[src/rtl/cpu_bus_pkg.sv]
package cpu_bus_pkg;

  // cpu bus geometry
  localparam int BUS_DATA_W = 16;
  localparam int BUS_ADDR_W = 14;
  localparam int BRAM_SEL_W = 2;

  typedef logic [BUS_DATA_W-1:0] bus_data_t;
  typedef logic [BUS_ADDR_W-1:0] bus_addr_t;
  typedef logic [BRAM_SEL_W-1:0] bram_sel_t;

  // memory select, top bits of the word address
  localparam bram_sel_t BRAM_SELECT_CONTROLLER = 2'd0;
  localparam bram_sel_t BRAM_SELECT_NORMAL = 2'd1;

  // controller register map
  localparam bus_addr_t ADDR_CTL_FLAG = 14'd0;
  localparam bus_addr_t ADDR_SEGMENT = 14'd1;

  // bit positions inside the controller words
  localparam int CTL_FLAG_OUT_EN_BIT = 0;
  localparam int SEGMENT_BIT = 0;

  // one bus write as seen by the targets
  typedef struct packed {
    bram_sel_t sel;
    bus_addr_t addr;
    bus_data_t data;
  } bus_wr_t;

endpackage

[src/rtl/drive_pkg.sv]
package drive_pkg;

  localparam int NUM_TRANS = 8;
  localparam int TRANS_IDX_W = $clog2(NUM_TRANS);
  // two segments of NUM_TRANS words each
  localparam int MEM_DEPTH = 2 * NUM_TRANS;
  // normal memory address bit that picks the segment
  localparam int SEG_ADDR_BIT = 8;

  // widths in carrier counts
  typedef logic [7:0] intensity_t;
  typedef logic [7:0] phase_t;
  typedef logic [7:0] cycle_cnt_t;
  typedef logic [TRANS_IDX_W-1:0] trans_idx_t;
  // segment bit on top of the transducer index
  typedef logic [TRANS_IDX_W:0] mem_addr_t;

  typedef struct packed {
    trans_idx_t idx;
    intensity_t intensity;
    phase_t phase;
  } drive_entry_t;

endpackage

[src/rtl/cpu_bus_bridge.sv]
`timescale 1ns/10ps
module cpu_bus_bridge
  import cpu_bus_pkg::*;
(
  input  logic                           CPU_CKIO,
  input  logic                           rst_n,
  input  logic [BRAM_SEL_W+BUS_ADDR_W-1:0] cpu_addr,
  input  bus_data_t                      cpu_data,
  input  logic                           cs_n,
  input  logic                           we_n,
  input  logic                           wr_ready,
  input  bus_data_t                      rd_data,
  output bus_wr_t                        wr,
  output logic                           wr_valid,
  output bus_addr_t                      rd_addr,
  output bus_data_t                      CPU_DATA_READ
);

  bram_sel_t sel_q;
  bus_addr_t addr_q;
  bus_data_t data_q;
  logic      cs_n_q;
  logic      we_n_q;
  logic      we_n_qq;
  logic      wr_strobe;
  logic      wr_accept;
  logic      rd_en;
  logic      rd_en_d;

  // pin sample, address and data
  always_ff @(posedge CPU_CKIO) begin
    sel_q  <= cpu_addr[BRAM_SEL_W+BUS_ADDR_W-1 -: BRAM_SEL_W];
    addr_q <= cpu_addr[BUS_ADDR_W-1:0];
    data_q <= cpu_data;
  end

  // strobes idle high
  always_ff @(posedge CPU_CKIO or negedge rst_n) begin
    if (!rst_n) begin
      cs_n_q  <= 1'b1;
      we_n_q  <= 1'b1;
      we_n_qq <= 1'b1;
    end else begin
      cs_n_q  <= cs_n;
      we_n_q  <= we_n;
      we_n_qq <= we_n_q;
    end
  end

  // we falling under cs
  assign wr_strobe = ~cs_n_q & we_n_qq & ~we_n_q;
  // normal memory never stalls, only the controller can refuse
  assign wr_accept = wr_valid & ((wr.sel != BRAM_SELECT_CONTROLLER) | wr_ready);

  always_ff @(posedge CPU_CKIO) begin
    if (wr_strobe) begin
      wr <= '{sel: sel_q, addr: addr_q, data: data_q};
    end
  end

  // request held until accepted
  always_ff @(posedge CPU_CKIO or negedge rst_n) begin
    if (!rst_n) begin
      wr_valid <= 1'b0;
    end else if (wr_strobe) begin
      wr_valid <= 1'b1;
    end else if (wr_accept) begin
      wr_valid <= 1'b0;
    end
  end

  // controller reads only
  assign rd_en   = ~cs_n_q & we_n_q & (sel_q == BRAM_SELECT_CONTROLLER);
  assign rd_addr = addr_q;

  // regs answer next cycle, returned one cycle after that
  always_ff @(posedge CPU_CKIO or negedge rst_n) begin
    if (!rst_n) begin
      rd_en_d       <= 1'b0;
      CPU_DATA_READ <= '0;
    end else begin
      rd_en_d       <= rd_en;
      CPU_DATA_READ <= rd_en_d ? rd_data : '0;
    end
  end

endmodule

[src/rtl/ctl_regs.sv]
`timescale 1ns/10ps
module ctl_regs
  import cpu_bus_pkg::*;
(
  input  logic      CPU_CKIO,
  input  logic      rst_n,
  input  bus_wr_t   wr,
  input  logic      wr_valid,
  input  bus_addr_t rd_addr,
  output logic      wr_ready,
  output bus_data_t rd_data,
  output logic      out_enable,
  output logic      active_segment
);

  logic wr_fire;
  logic seg_pend;
  logic seg_next;

  // controller select only
  assign wr_fire = wr_valid & wr_ready & (wr.sel == BRAM_SELECT_CONTROLLER);

  always_ff @(posedge CPU_CKIO or negedge rst_n) begin
    if (!rst_n) begin
      wr_ready       <= 1'b0;
      out_enable     <= 1'b0;
      active_segment <= 1'b0;
      seg_pend       <= 1'b0;
      seg_next       <= 1'b0;
    end else begin
      // one cycle of back pressure per write
      wr_ready <= ~wr_fire;
      seg_pend <= wr_fire & (wr.addr == ADDR_SEGMENT);
      if (wr_fire && wr.addr == ADDR_CTL_FLAG) begin
        out_enable <= wr.data[CTL_FLAG_OUT_EN_BIT];
      end
      if (wr_fire && wr.addr == ADDR_SEGMENT) begin
        seg_next <= wr.data[SEGMENT_BIT];
      end
      // segment committed in the stalled cycle
      if (seg_pend) begin
        active_segment <= seg_next;
      end
    end
  end

  // readback mux, unmapped reads return zero
  always_ff @(posedge CPU_CKIO) begin
    rd_data <= '0;
    case (rd_addr)
      ADDR_CTL_FLAG: rd_data[CTL_FLAG_OUT_EN_BIT] <= out_enable;
      ADDR_SEGMENT:  rd_data[SEGMENT_BIT] <= active_segment;
      default:       rd_data <= '0;
    endcase
  end

endmodule

[src/rtl/drive_mem.sv]
`timescale 1ns/10ps
module drive_mem
  import cpu_bus_pkg::*, drive_pkg::*;
(
  input  logic      CPU_CKIO,
  input  bus_wr_t   wr,
  input  logic      wr_en,
  input  mem_addr_t rd_addr,
  output bus_data_t rd_word
);

  // word is intensity high byte, phase low byte
  bus_data_t mem [MEM_DEPTH];
  mem_addr_t wr_addr;
  logic      wr_hit;

  // segment bit over transducer index
  assign wr_addr = {wr.addr[SEG_ADDR_BIT], wr.addr[TRANS_IDX_W-1:0]};

  // index bits above the array size must be clear
  assign wr_hit = wr_en && (wr.addr[SEG_ADDR_BIT-1:TRANS_IDX_W] == '0);

  always_ff @(posedge CPU_CKIO) begin
    if (wr_hit) begin
      mem[wr_addr] <= wr.data;
    end
  end

  // synchronous read for the loader
  always_ff @(posedge CPU_CKIO) begin
    rd_word <= mem[rd_addr];
  end

endmodule

[src/rtl/drive_loader.sv]
`timescale 1ns/10ps
module drive_loader
  import cpu_bus_pkg::*, drive_pkg::*;
(
  input  logic         CPU_CKIO,
  input  logic         rst_n,
  input  logic         active_segment,
  input  bus_data_t    rd_word,
  output mem_addr_t    rd_addr,
  output drive_entry_t entry,
  output logic         entry_valid,
  output logic         cycle_start,
  output cycle_cnt_t   cycle_cnt
);

  typedef enum logic [1:0] {
    ST_IDLE,
    ST_SCAN,
    ST_DRAIN
  } state_t;

  state_t     state;
  trans_idx_t rd_idx;
  trans_idx_t ret_idx;
  logic       seg_q;
  logic       wrapped;
  logic       rd_issue;

  // no period start before the first wrap
  assign cycle_start = wrapped & (cycle_cnt == '0);
  // first read goes out with cycle_start
  assign rd_issue    = ((state == ST_IDLE) & cycle_start) | (state == ST_SCAN);
  assign rd_addr     = {seg_q, rd_idx};

  // carrier counter, segment frozen for the coming period
  always_ff @(posedge CPU_CKIO or negedge rst_n) begin
    if (!rst_n) begin
      cycle_cnt <= '0;
      wrapped   <= 1'b0;
      seg_q     <= 1'b0;
    end else begin
      cycle_cnt <= cycle_cnt + 1'b1;
      if (cycle_cnt == '1) begin
        wrapped <= 1'b1;
        seg_q   <= active_segment;
      end
    end
  end

  always_ff @(posedge CPU_CKIO or negedge rst_n) begin
    if (!rst_n) begin
      state  <= ST_IDLE;
      rd_idx <= '0;
    end else begin
      case (state)
        ST_IDLE: begin
          if (cycle_start) begin
            state  <= ST_SCAN;
            rd_idx <= rd_idx + 1'b1;
          end
        end
        ST_SCAN: begin
          if (rd_idx == trans_idx_t'(NUM_TRANS - 1)) begin
            state  <= ST_DRAIN;
            rd_idx <= '0;
          end else begin
            rd_idx <= rd_idx + 1'b1;
          end
        end
        // last word still in flight
        ST_DRAIN: state <= ST_IDLE;
        default:  state <= ST_IDLE;
      endcase
    end
  end

  // index follows the memory latency
  always_ff @(posedge CPU_CKIO) begin
    ret_idx <= rd_idx;
  end

  always_ff @(posedge CPU_CKIO or negedge rst_n) begin
    if (!rst_n) begin
      entry_valid <= 1'b0;
    end else begin
      entry_valid <= rd_issue;
    end
  end

  assign entry = '{idx: ret_idx, intensity: rd_word[15:8], phase: rd_word[7:0]};

endmodule

[src/rtl/pwm_channel.sv]
`timescale 1ns/10ps
module pwm_channel
  import drive_pkg::*;
#(
  parameter int CH_IDX = 0
) (
  input  logic         CPU_CKIO,
  input  logic         rst_n,
  input  drive_entry_t entry,
  input  logic         entry_valid,
  input  logic         cycle_start,
  input  cycle_cnt_t   cycle_cnt,
  output logic         pwm
);

  intensity_t shadow_int;
  intensity_t act_int;
  intensity_t cur_int;
  phase_t     shadow_ph;
  phase_t     act_ph;
  phase_t     cur_ph;
  cycle_cnt_t rel_cnt;

  // shadow already counts at period start
  assign cur_int = cycle_start ? shadow_int : act_int;
  assign cur_ph  = cycle_start ? shadow_ph : act_ph;
  // wraps modulo 256
  assign rel_cnt = cycle_cnt - cur_ph;

  always_ff @(posedge CPU_CKIO or negedge rst_n) begin
    if (!rst_n) begin
      shadow_int <= '0;
      shadow_ph  <= '0;
      act_int    <= '0;
      act_ph     <= '0;
      pwm        <= 1'b0;
    end else begin
      if (entry_valid && entry.idx == trans_idx_t'(CH_IDX)) begin
        shadow_int <= entry.intensity;
        shadow_ph  <= entry.phase;
      end
      act_int <= cur_int;
      act_ph  <= cur_ph;
      pwm     <= rel_cnt < cur_int;
    end
  end

endmodule

[src/rtl/pwm_output_stage.sv]
`timescale 1ns/10ps
module pwm_output_stage
  import drive_pkg::*;
(
  input  logic                 CPU_CKIO,
  input  logic                 rst_n,
  input  logic [NUM_TRANS-1:0] pwm_raw,
  input  logic                 out_enable,
  input  logic                 cycle_start,
  output logic [NUM_TRANS-1:0] pwm_out,
  output logic                 cycle_sync
);

  logic start_d;

  // sync delayed twice, same as channel plus output register
  always_ff @(posedge CPU_CKIO or negedge rst_n) begin
    if (!rst_n) begin
      pwm_out    <= '0;
      start_d    <= 1'b0;
      cycle_sync <= 1'b0;
    end else begin
      pwm_out    <= out_enable ? pwm_raw : '0;
      start_d    <= cycle_start;
      cycle_sync <= start_d;
    end
  end

endmodule

[src/rtl/transducer_array_top.sv]
`timescale 1ns/10ps
module transducer_array_top
  import cpu_bus_pkg::*, drive_pkg::*;
(
  input  logic                           CPU_CKIO,
  input  logic                           rst_n,
  // bit 0 is the byte lane, unused
  input  logic [BRAM_SEL_W+BUS_ADDR_W:0] CPU_ADDR,
  input  bus_data_t                      CPU_DATA,
  input  logic                           CPU_CS1_N,
  input  logic                           CPU_WE0_N,
  output bus_data_t                      CPU_DATA_READ,
  output logic [NUM_TRANS-1:0]           pwm_out,
  output logic                           cycle_sync
);

  bus_wr_t              wr;
  logic                 wr_valid;
  logic                 wr_ready;
  bus_addr_t            ctl_rd_addr;
  bus_data_t            ctl_rd_data;
  logic                 out_enable;
  logic                 active_segment;
  logic                 mem_wr_en;
  mem_addr_t            mem_rd_addr;
  bus_data_t            mem_rd_word;
  drive_entry_t         entry;
  logic                 entry_valid;
  logic                 cycle_start;
  cycle_cnt_t           cycle_cnt;
  logic [NUM_TRANS-1:0] pwm_raw;

  cpu_bus_bridge u_bridge (
    .CPU_CKIO     (CPU_CKIO),
    .rst_n        (rst_n),
    .cpu_addr     (CPU_ADDR[BRAM_SEL_W+BUS_ADDR_W:1]),
    .cpu_data     (CPU_DATA),
    .cs_n         (CPU_CS1_N),
    .we_n         (CPU_WE0_N),
    .wr_ready     (wr_ready),
    .rd_data      (ctl_rd_data),
    .wr           (wr),
    .wr_valid     (wr_valid),
    .rd_addr      (ctl_rd_addr),
    .CPU_DATA_READ(CPU_DATA_READ)
  );

  ctl_regs u_ctl (
    .CPU_CKIO      (CPU_CKIO),
    .rst_n         (rst_n),
    .wr            (wr),
    .wr_valid      (wr_valid),
    .rd_addr       (ctl_rd_addr),
    .wr_ready      (wr_ready),
    .rd_data       (ctl_rd_data),
    .out_enable    (out_enable),
    .active_segment(active_segment)
  );

  // normal memory takes every write on its select
  assign mem_wr_en = wr_valid & (wr.sel == BRAM_SELECT_NORMAL);

  drive_mem u_mem (
    .CPU_CKIO(CPU_CKIO),
    .wr      (wr),
    .wr_en   (mem_wr_en),
    .rd_addr (mem_rd_addr),
    .rd_word (mem_rd_word)
  );

  drive_loader u_loader (
    .CPU_CKIO      (CPU_CKIO),
    .rst_n         (rst_n),
    .active_segment(active_segment),
    .rd_word       (mem_rd_word),
    .rd_addr       (mem_rd_addr),
    .entry         (entry),
    .entry_valid   (entry_valid),
    .cycle_start   (cycle_start),
    .cycle_cnt     (cycle_cnt)
  );

  // one channel per transducer
  for (genvar i = 0; i < NUM_TRANS; i++) begin : g_ch
    pwm_channel #(
      .CH_IDX(i)
    ) u_ch (
      .CPU_CKIO   (CPU_CKIO),
      .rst_n      (rst_n),
      .entry      (entry),
      .entry_valid(entry_valid),
      .cycle_start(cycle_start),
      .cycle_cnt  (cycle_cnt),
      .pwm        (pwm_raw[i])
    );
  end

  pwm_output_stage u_out (
    .CPU_CKIO   (CPU_CKIO),
    .rst_n      (rst_n),
    .pwm_raw    (pwm_raw),
    .out_enable (out_enable),
    .cycle_start(cycle_start),
    .pwm_out    (pwm_out),
    .cycle_sync (cycle_sync)
  );

endmodule

[config.mk]
export PLATFORM = sky130hd
export DESIGN_NAME = transducer_array_top
export DESIGN_NICKNAME = d
export VERILOG_FILES = /design/src/rtl/cpu_bus_pkg.sv /design/src/rtl/drive_pkg.sv /design/src/rtl/cpu_bus_bridge.sv /design/src/rtl/ctl_regs.sv /design/src/rtl/drive_mem.sv /design/src/rtl/drive_loader.sv /design/src/rtl/pwm_channel.sv /design/src/rtl/pwm_output_stage.sv /design/src/rtl/transducer_array_top.sv
export SDC_FILE = /design/constraint.sdc
export NUM_CORES = 1
export LEC_CHECK = 0
export ABC_AREA = 1
export BUFFER_PORTS_ARGS = -buffer_cell sky130_fd_sc_hd__buf_4
export CORE_ASPECT_RATIO = 1.2
export CORE_MARGIN = 3
export CORE_UTILIZATION = 65
export DETAILED_ROUTE_END_ITERATION = 10
export MAX_ROUTING_LAYER = met4
export PLACE_DENSITY = 0.91
export SYNTH_ARGS = -nofsm -noshare
export SYNTH_HDL_FRONTEND = slang
export SYNTH_HIERARCHICAL = 1
export SYNTH_SLANG_ARGS = --single-unit
export TNS_END_PERCENT = 100
[constraint.sdc]
create_clock -name CPU_CKIO -period 16.7 [get_ports CPU_CKIO]
set_input_delay 1.67 -clock CPU_CKIO [delete_from_list [all_inputs] [get_ports CPU_CKIO]]
set_output_delay 1.67 -clock CPU_CKIO [all_outputs]
set_load 0.05 [all_outputs]
After elaboration in Yosys (flattened, before gate mapping):

Memories as Yosys holds them, arrays and structs flattened. A register that Yosys moved wholly into a read port is not among the register bits.
Index checks and enable logic that the tools add are counted.

* bits in registers: 384
* bits in writable memories: 256
* word-level logic and storage cells: 171
* memories kept: 1

* $add $sub $neg: 10
* $lt $le $gt $ge: 8
* equality and inequality tests: 15
* muxes and demuxes: 29
* bitwise gates (word level): 16
* reductions and logical operators: 24

Memory list
* u_mem.mem: words 16, bits a word 16, read ports 1, clocked after memory_dff 1, wr ports 1, line drive_mem.sv:13 `bus_data_t mem [MEM_DEPTH];`

Operators by type and width (count)
* $mux W8: 17
* $lt A8 B8 Y1: 8
* $sub A8 B8 Y8: 8
* $eq A14 B1 Y1 const B: 2
* $logic_not A14 Y1: 2
* $eq A3 B3 Y1 const B: 5
* $and A1 B1 Y1: 11
* $logic_and A1 B1 Y1: 11
* $add A8 B1 Y8 const B: 1
* $eq A8 B8 Y1 const B: 1
* $logic_not A8 Y1: 1
* $eq A3 B2 Y1 const B: 2
* $logic_not A2 Y1: 3
* $mux W3: 2
* $pmux W3 S2: 1
* $reduce_bool A2 Y1: 3
* $logic_not A5 Y1: 1
* $mux W1: 5
* $eq A2 B1 Y1 const B: 2
* $mux W2: 2
* $pmux W2 S2: 1
* $reduce_and A2 Y1: 2
* $add A3 B1 Y3 const B: 1
* $eq A3 B1 Y1 const B: 1
* other kinds (6): 9

Longest topological paths before layout:

* word-level depth: 5
* gate-level depth with buffers: 19
* gate-level depth less buffers: 18

Hierarchy:

Netlist, hierarchy kept.

By module, submodules not included
* drive_mem: times used 1, cells an instance 1080, area each 11413.4 um2, sequential area each 8007.7 um2
* pwm_channel (g_ch[3].u_ch ...): times used 3, cells an instance 168, area each 1811.7 um2, sequential area each 825.8 um2
* pwm_channel (g_ch[1].u_ch ...): times used 3, cells an instance 168, area each 1810.5 um2, sequential area each 825.8 um2
* cpu_bus_bridge: times used 1, cells an instance 131, area each 2342.2 um2, sequential area each 2130.8 um2
* pwm_channel (g_ch[0].u_ch): times used 1, cells an instance 168, area each 1754.2 um2, sequential area each 825.8 um2
* pwm_channel (g_ch[7].u_ch): times used 1, cells an instance 200, area each 1732.9 um2, sequential area each 825.8 um2
* drive_loader: times used 1, cells an instance 97, area each 960.9 um2, sequential area each 460.4 um2
* ctl_regs: times used 1, cells an instance 68, area each 475.5 um2, sequential area each 145.1 um2
* pwm_output_stage: times used 1, cells an instance 27, area each 315.3 um2, sequential area each 250.2 um2
* transducer_array_top: times used 1, cells an instance 2, area each 10.0 um2, sequential area each 0.0 um2

Worst setup path after synthesis:

OpenSTA, ideal clock, no wires.

* kind: register -> register
* from: register u_loader.cycle_cnt[1]
* to: register g_ch[0].u_ch.pwm
* library setup time: 123 ps
* data arrival time: 7435 ps
* data required time: 16577 ps
* path slack: 9141 ps
* stages on the path, launching flop included: 14
* path buffers: 0
* period minus slack after synthesis: 7559 ps
* path through: dfrtp_1 -> inv_1 -> ha_1 -> nand2_1 -> nor4_1 -> o21ai_0 -> fa_1 -> nand4_1 -> nand3_1 -> xor2_1 -> ha_1 -> nand2_1 -> o21ai_0 -> a21oi_1

* cells in the longest elaborated chain, start to end: 5
* elaborated cells between the ends (all ways): 6
* those cells by class: add/sub (1); order compare (1); mux (2); bitwise (1); reduce/logical (1)

RTL lines
* start: declaration: line drive_loader.sv:13 `output cycle_cnt_t cycle_cnt`
* start signal: assignment: line drive_loader.sv:42 `cycle_cnt <= cycle_cnt + 1'b1;`
* $logic_not A8 Y1 (*): line drive_loader.sv:30 `assign cycle_start = wrapped & (cycle_cnt == '0);`
* $and A1 B1 Y1 (*): line drive_loader.sv:30
* named net cycle_start: line transducer_array_top.sv:29 `logic cycle_start;`
* $mux W8: line pwm_channel.sv:26 `assign cur_ph = cycle_start ? shadow_ph : act_ph;`
* $sub A8 B8 Y8: line pwm_channel.sv:28 `assign rel_cnt = cycle_cnt - cur_ph;`
* $lt A8 B8 Y1 (*): line pwm_channel.sv:44 `pwm <= rel_cnt < cur_int;`
* end signal: assignment: line pwm_channel.sv:44
* end: declaration: line pwm_channel.sv:13 `output logic pwm`

Mark *: on every way through the listed nets, which the timed path passes. The rest lies on a longest branch.
A chain may end at the register's enable or synchronous reset.

Worst setup path after layout:

* from: register u_loader.cycle_cnt[7]
* to: register g_ch[1].u_ch.pwm

* cells in the longest elaborated chain, start to end: 5
* elaborated cells between the ends (all ways): 6
* those cells by class: add/sub (1); order compare (1); mux (2); bitwise (1); reduce/logical (1)

RTL lines (line)
* $logic_not A8 Y1 (*): drive_loader.sv:30
* $and A1 B1 Y1 (*): drive_loader.sv:30
* named net cycle_start: transducer_array_top.sv:29
* $mux W8: pwm_channel.sv:26
* $sub A8 B8 Y8: pwm_channel.sv:28
* $lt A8 B8 Y1 (*): pwm_channel.sv:44
* end signal: assignment: pwm_channel.sv:44
* end: declaration: pwm_channel.sv:13

Marks and branches as above.

==> summary.md <==
| Metric | Value |
|---|---|
| Status | finished clean |
| Setup TNS | 0 ns |
| Area growth syn-to-layout | 9.559% |
| Hold buffer count at CTS | 0 |
| Site Rows | between 80 and 90 |
| NetSw | 0.6356 mW |
| Initial Utilization | 66.24% |
| Diode count | 0 |
| Routed Antenna Nets | 0 |
| Setup violators final | 0 |
| WP data required | between 15 and 20 ns |
| Post-DR wirelength/cell | 19.82 microns |
| Pre-Repair DR Iteration Count | 6 |
| Clock power frac | 45.8% |
| Cell Area, Synth | 29870 sq um |
| CP startpoint | u_loader/cycle_cnt[7]$_DFF_PN0_ |
| Vias/cell | 5.823 |
| Vias in the first global route | 21.44k |
| Yosys reg bits | about 660 |
| Final Power | 3.183 mW |
| EDFF count, synth | 288 |
| Placement Setup Slack | 12.05 ns |
| RSZ-0062 raised after global routing | no |
| HPWL Detailed | 38760 microns |
| CTS Buffer Depth | 3 |
| Sequential fraction of design power | a little over half |
| H-tree level count | 2 |
| Top post-synthesis cells by area | edfxtp_1 29%, dfrtp_1 26%, nand2_1 7.3% |
| Final Cell Area | between 30000 and 40000 sq um |
| Final Wtd Congestion | 0.8788 |
| Initial antenna violation count | 0 |
| CORE AREA | between 40000 and 50000 sq um |
| Worst Setup EP | g_ch[1].u_ch/pwm$_DFF_PN0_ |
| Arrival @ worst endpoint | around 5.3 ns |
| CTS Sinks | ~660 |
| CTS clock-pin slew for the worst setup and hold paths | 0.06 ns |
| Die W | 201.7 microns |
| Iter 0 DRT Violations | 2208 |
| Post-CTS setup buffer count | 0 |
| Setup crit end kind | flop |
| Number of placed I/O pins | 62 |
| Area leader, netlist | edfxtp_1 |
| Sw Share | 19.97% |
| CTS tree | done |
| PortBufs | 60 |
| Reg2Reg Setup Slack | 11.92 ns |
| Max VDD drop | 0.1011 mV |
| Worst setup margin | 11.92 ns |
| Final min period | ~4.8 ns |
| PD cells | about 100 nW/um^2 |
| FF-to-FF path depth | 17 |
| Final Hold Fails | 0 |
| Fin crit share | 28.65% |
| Worst R2R End | g_ch[1].u_ch/pwm$_DFF_PN0_ |
| Finished Core Util | a little over 70% |
| Synthesis Warnings | 6 |
| Most common cell in the netlist | nand2_1 |
| Die area | 48580 sq um |
| Combinational power share | 0.9% |
| CTS resizes | 0 |
| Slew headroom | 17.97% |
| Hold Path Class | flop to flop |
| Cell area after placement | 30620 sq um |
| Worst-Skew Late Latency | 0.65 ns |
| Int Power | 2.548 mW |
| Vias | ~20k |
| Layout cells sized above 1 | between 10% and 20% |
| Most frequent cells after synthesis | 583 x nand2_1, 431 x inv_1, 313 x dfrtp_1 |
| Primary FF master, synth | dfrtp_1 |
| Fmax | between 200 and 250 MHz |
| Leak | 16.23 nW |
| Mean post-synth cell area | about 11 sq um |
| Seq/Total Area, Yosys | between 50% and 60% |
| First-pass GRT wire length | roughly 110000 microns |
| Overall routed net length | 69220 microns |
| Root Driver | clkbuf_16 |
| Worst Tran Pin Value | between 1 and 1.5 ns |
| Fraction of registers with async set/reset | roughly half |
| DRC viols | 0 |
| Share of Yosys cell area claimed by the top area cell type | 28.95% |
| Slew Limit Fails | 0 |
| Die height | approximately 240 microns |
| Crit path max fanout | 111 |
| Maximum number of pins on one net before global-route repair | 112 |
| Reg2reg start | u_loader/cycle_cnt[7]$_DFF_PN0_ |
| Netlist cell types | 53 |
| GRT Util Overall | between 20% and 30% |
| Nets | around 3.0k |
| Max-cap violations | 0 |
| Worst Path Class, Setup | flop to flop |
| Nature of the critical path startpoint | flop |
| CTS Buf Count | 59 |
| Post-Route Skew | 0.03364 ns |
| GRT overflow | 0 |
| Gate count of the mapped netlist | 2781 |
metal layers:
metal | global-route usage [%] | up-vias | part of all wire [%]
li1 | - | 9021 | -
met2 | 50.55 | 1097 | 50
met3 | 4.114 | 339 | 8.1
met4 | 17.70 | 0 | 6.3
met5 | - | - | 0
met1 | 32.56 | 9877 | 35
worst max-delay path: stages (launching register included):
cell and delay (ns):
dfrtp_1 0.79, inv_1 0.27, nand2_2 0.11, nor4_2 0.46, buf_12 0.49, inv_2 0.28
or2_2 0.34, o21ai_0 0.12, ha_1 0.34, a21oi_1 0.14, nand2_1 0.12, nand3_1 0.09
nand2_1 0.09, xor2_1 0.17, ha_1 0.32, nand2_1 0.10, o21ai_0 0.22, a21oi_1 0.08
final cells by class:
cell class / count / area (sq um)
inverters: 456 / 1715
clock buffers: 89 / 1752
repair buffers: 90 / 695.7
flip-flops and latches: 656 / 17610
fillers: 2644 / 12370
well taps: 609 / 762.0
clock inverters: 22 / 359.1
multi-input cells: 1570 / 9837
how the worst min path moves through the flow:
| stage | cells after the start | endpoint | from |
|---|---|---|---|
| floorplan | 0 | u_out/cycle_sync$_DFF_PN0_ | u_out/start_d$_DFF_PN0_ |
| detailed placement | 0 | u_out/cycle_sync$_DFF_PN0_ | u_out/start_d$_DFF_PN0_ |
| CTS | 0 | u_out/cycle_sync$_DFF_PN0_ | u_out/start_d$_DFF_PN0_ |
| global route | 0 | u_bridge/we_n_qq$_DFF_PN1_ | u_bridge/we_n_q$_DFF_PN1_ |
| finish | 0 | u_out/cycle_sync$_DFF_PN0_ | u_out/start_d$_DFF_PN0_ |
| global placement | 0 | u_out/cycle_sync$_DFF_PN0_ | u_out/start_d$_DFF_PN0_ |
power by group through the flow:
stage | Combinational [mW] | Sequential (mW) | Clock (mW)
floorplan | 0.00683 | 1.73 | 0
global placement | 0.0289 | 1.73 | 0
detailed placement | 0.0301 | 1.73 | 0
CTS | 0.0303 | 1.70 | 1.47
global route | 0.0332 | 1.70 | 1.53
finish | 0.0293 | 1.70 | 1.46
placed cells by master, fill, tap and decap left out, types with 8 or more instances in the layout:
| cell | n |
|---|---|
| a21boi_0 | 8 |
| a21o_1 | 16 |
| a21oi_1 | 71 |
| a31oi_1 | 8 |
| and2_1 | 8 |
| buf_4 | 88 |
| bufinv_16 | 8 |
| clkbuf_1 | 16 |
| clkbuf_16 | 61 |
| clkbuf_8 | 12 |
| conb_1 | 15 |
| dfrtp_1 | 311 |
| dfxtp_1 | 52 |
| edfxtp_1 | 288 |
| fa_1 | 8 |
| ha_1 | 116 |
| inv_1 | 431 |
| inv_2 | 22 |
| mux2_2 | 49 |
| mux2_4 | 56 |
| nand2_1 | 583 |
| nand2_2 | 15 |
| nand3_1 | 230 |
| nand4_1 | 13 |
| nor2_1 | 54 |
| nor2_2 | 8 |
| o21ai_0 | 76 |
| o21ai_2 | 55 |
| or2_0 | 57 |
| or2_2 | 28 |
| xnor2_1 | 10 |
| xor2_1 | 44 |
cell families (layout without fill, tap and decap cells):
logic type / Yosys count / after routing / synth area share (%)
compound gates: 238 / 238 / 4.959
flops: 656 / 656 / 58.92
fa+ha+maj: 124 / 124 / 5.395
simple gates: 1027 / 1027 / 15.66
xor+xnor: 61 / 61 / 1.964
buf+inv: 569 / 657 / 8.428
other cells: 1 / 15 / 0.01255
mux: 105 / 105 / 4.662
through the flow:
step / cells / hold WS [ns]
2_1_floorplan: 2795 / 0.3312
3_3_place_gp: 3381 / 0.3363
3_5_place_dp: 3381 / 0.3458
4_1_cts: 3492 / 0.3639
5_1_grt: 3492 / 0.3823
6_report: 3492 / 0.3535
registers in the layout, indices dropped and copies added (netlist names), 16 cells and up:
name	flops
g_ch.u_ch/act_int	64
g_ch.u_ch/act_ph	64
g_ch.u_ch/shadow_int	64
g_ch.u_ch/shadow_ph	64
u_bridge/CPU_DATA_READ	16
u_bridge/data_q	16
u_bridge/wr	32
u_mem/mem	256
u_mem/rd_word	16
Note: power is estimated with default switching activity, not from simulation.
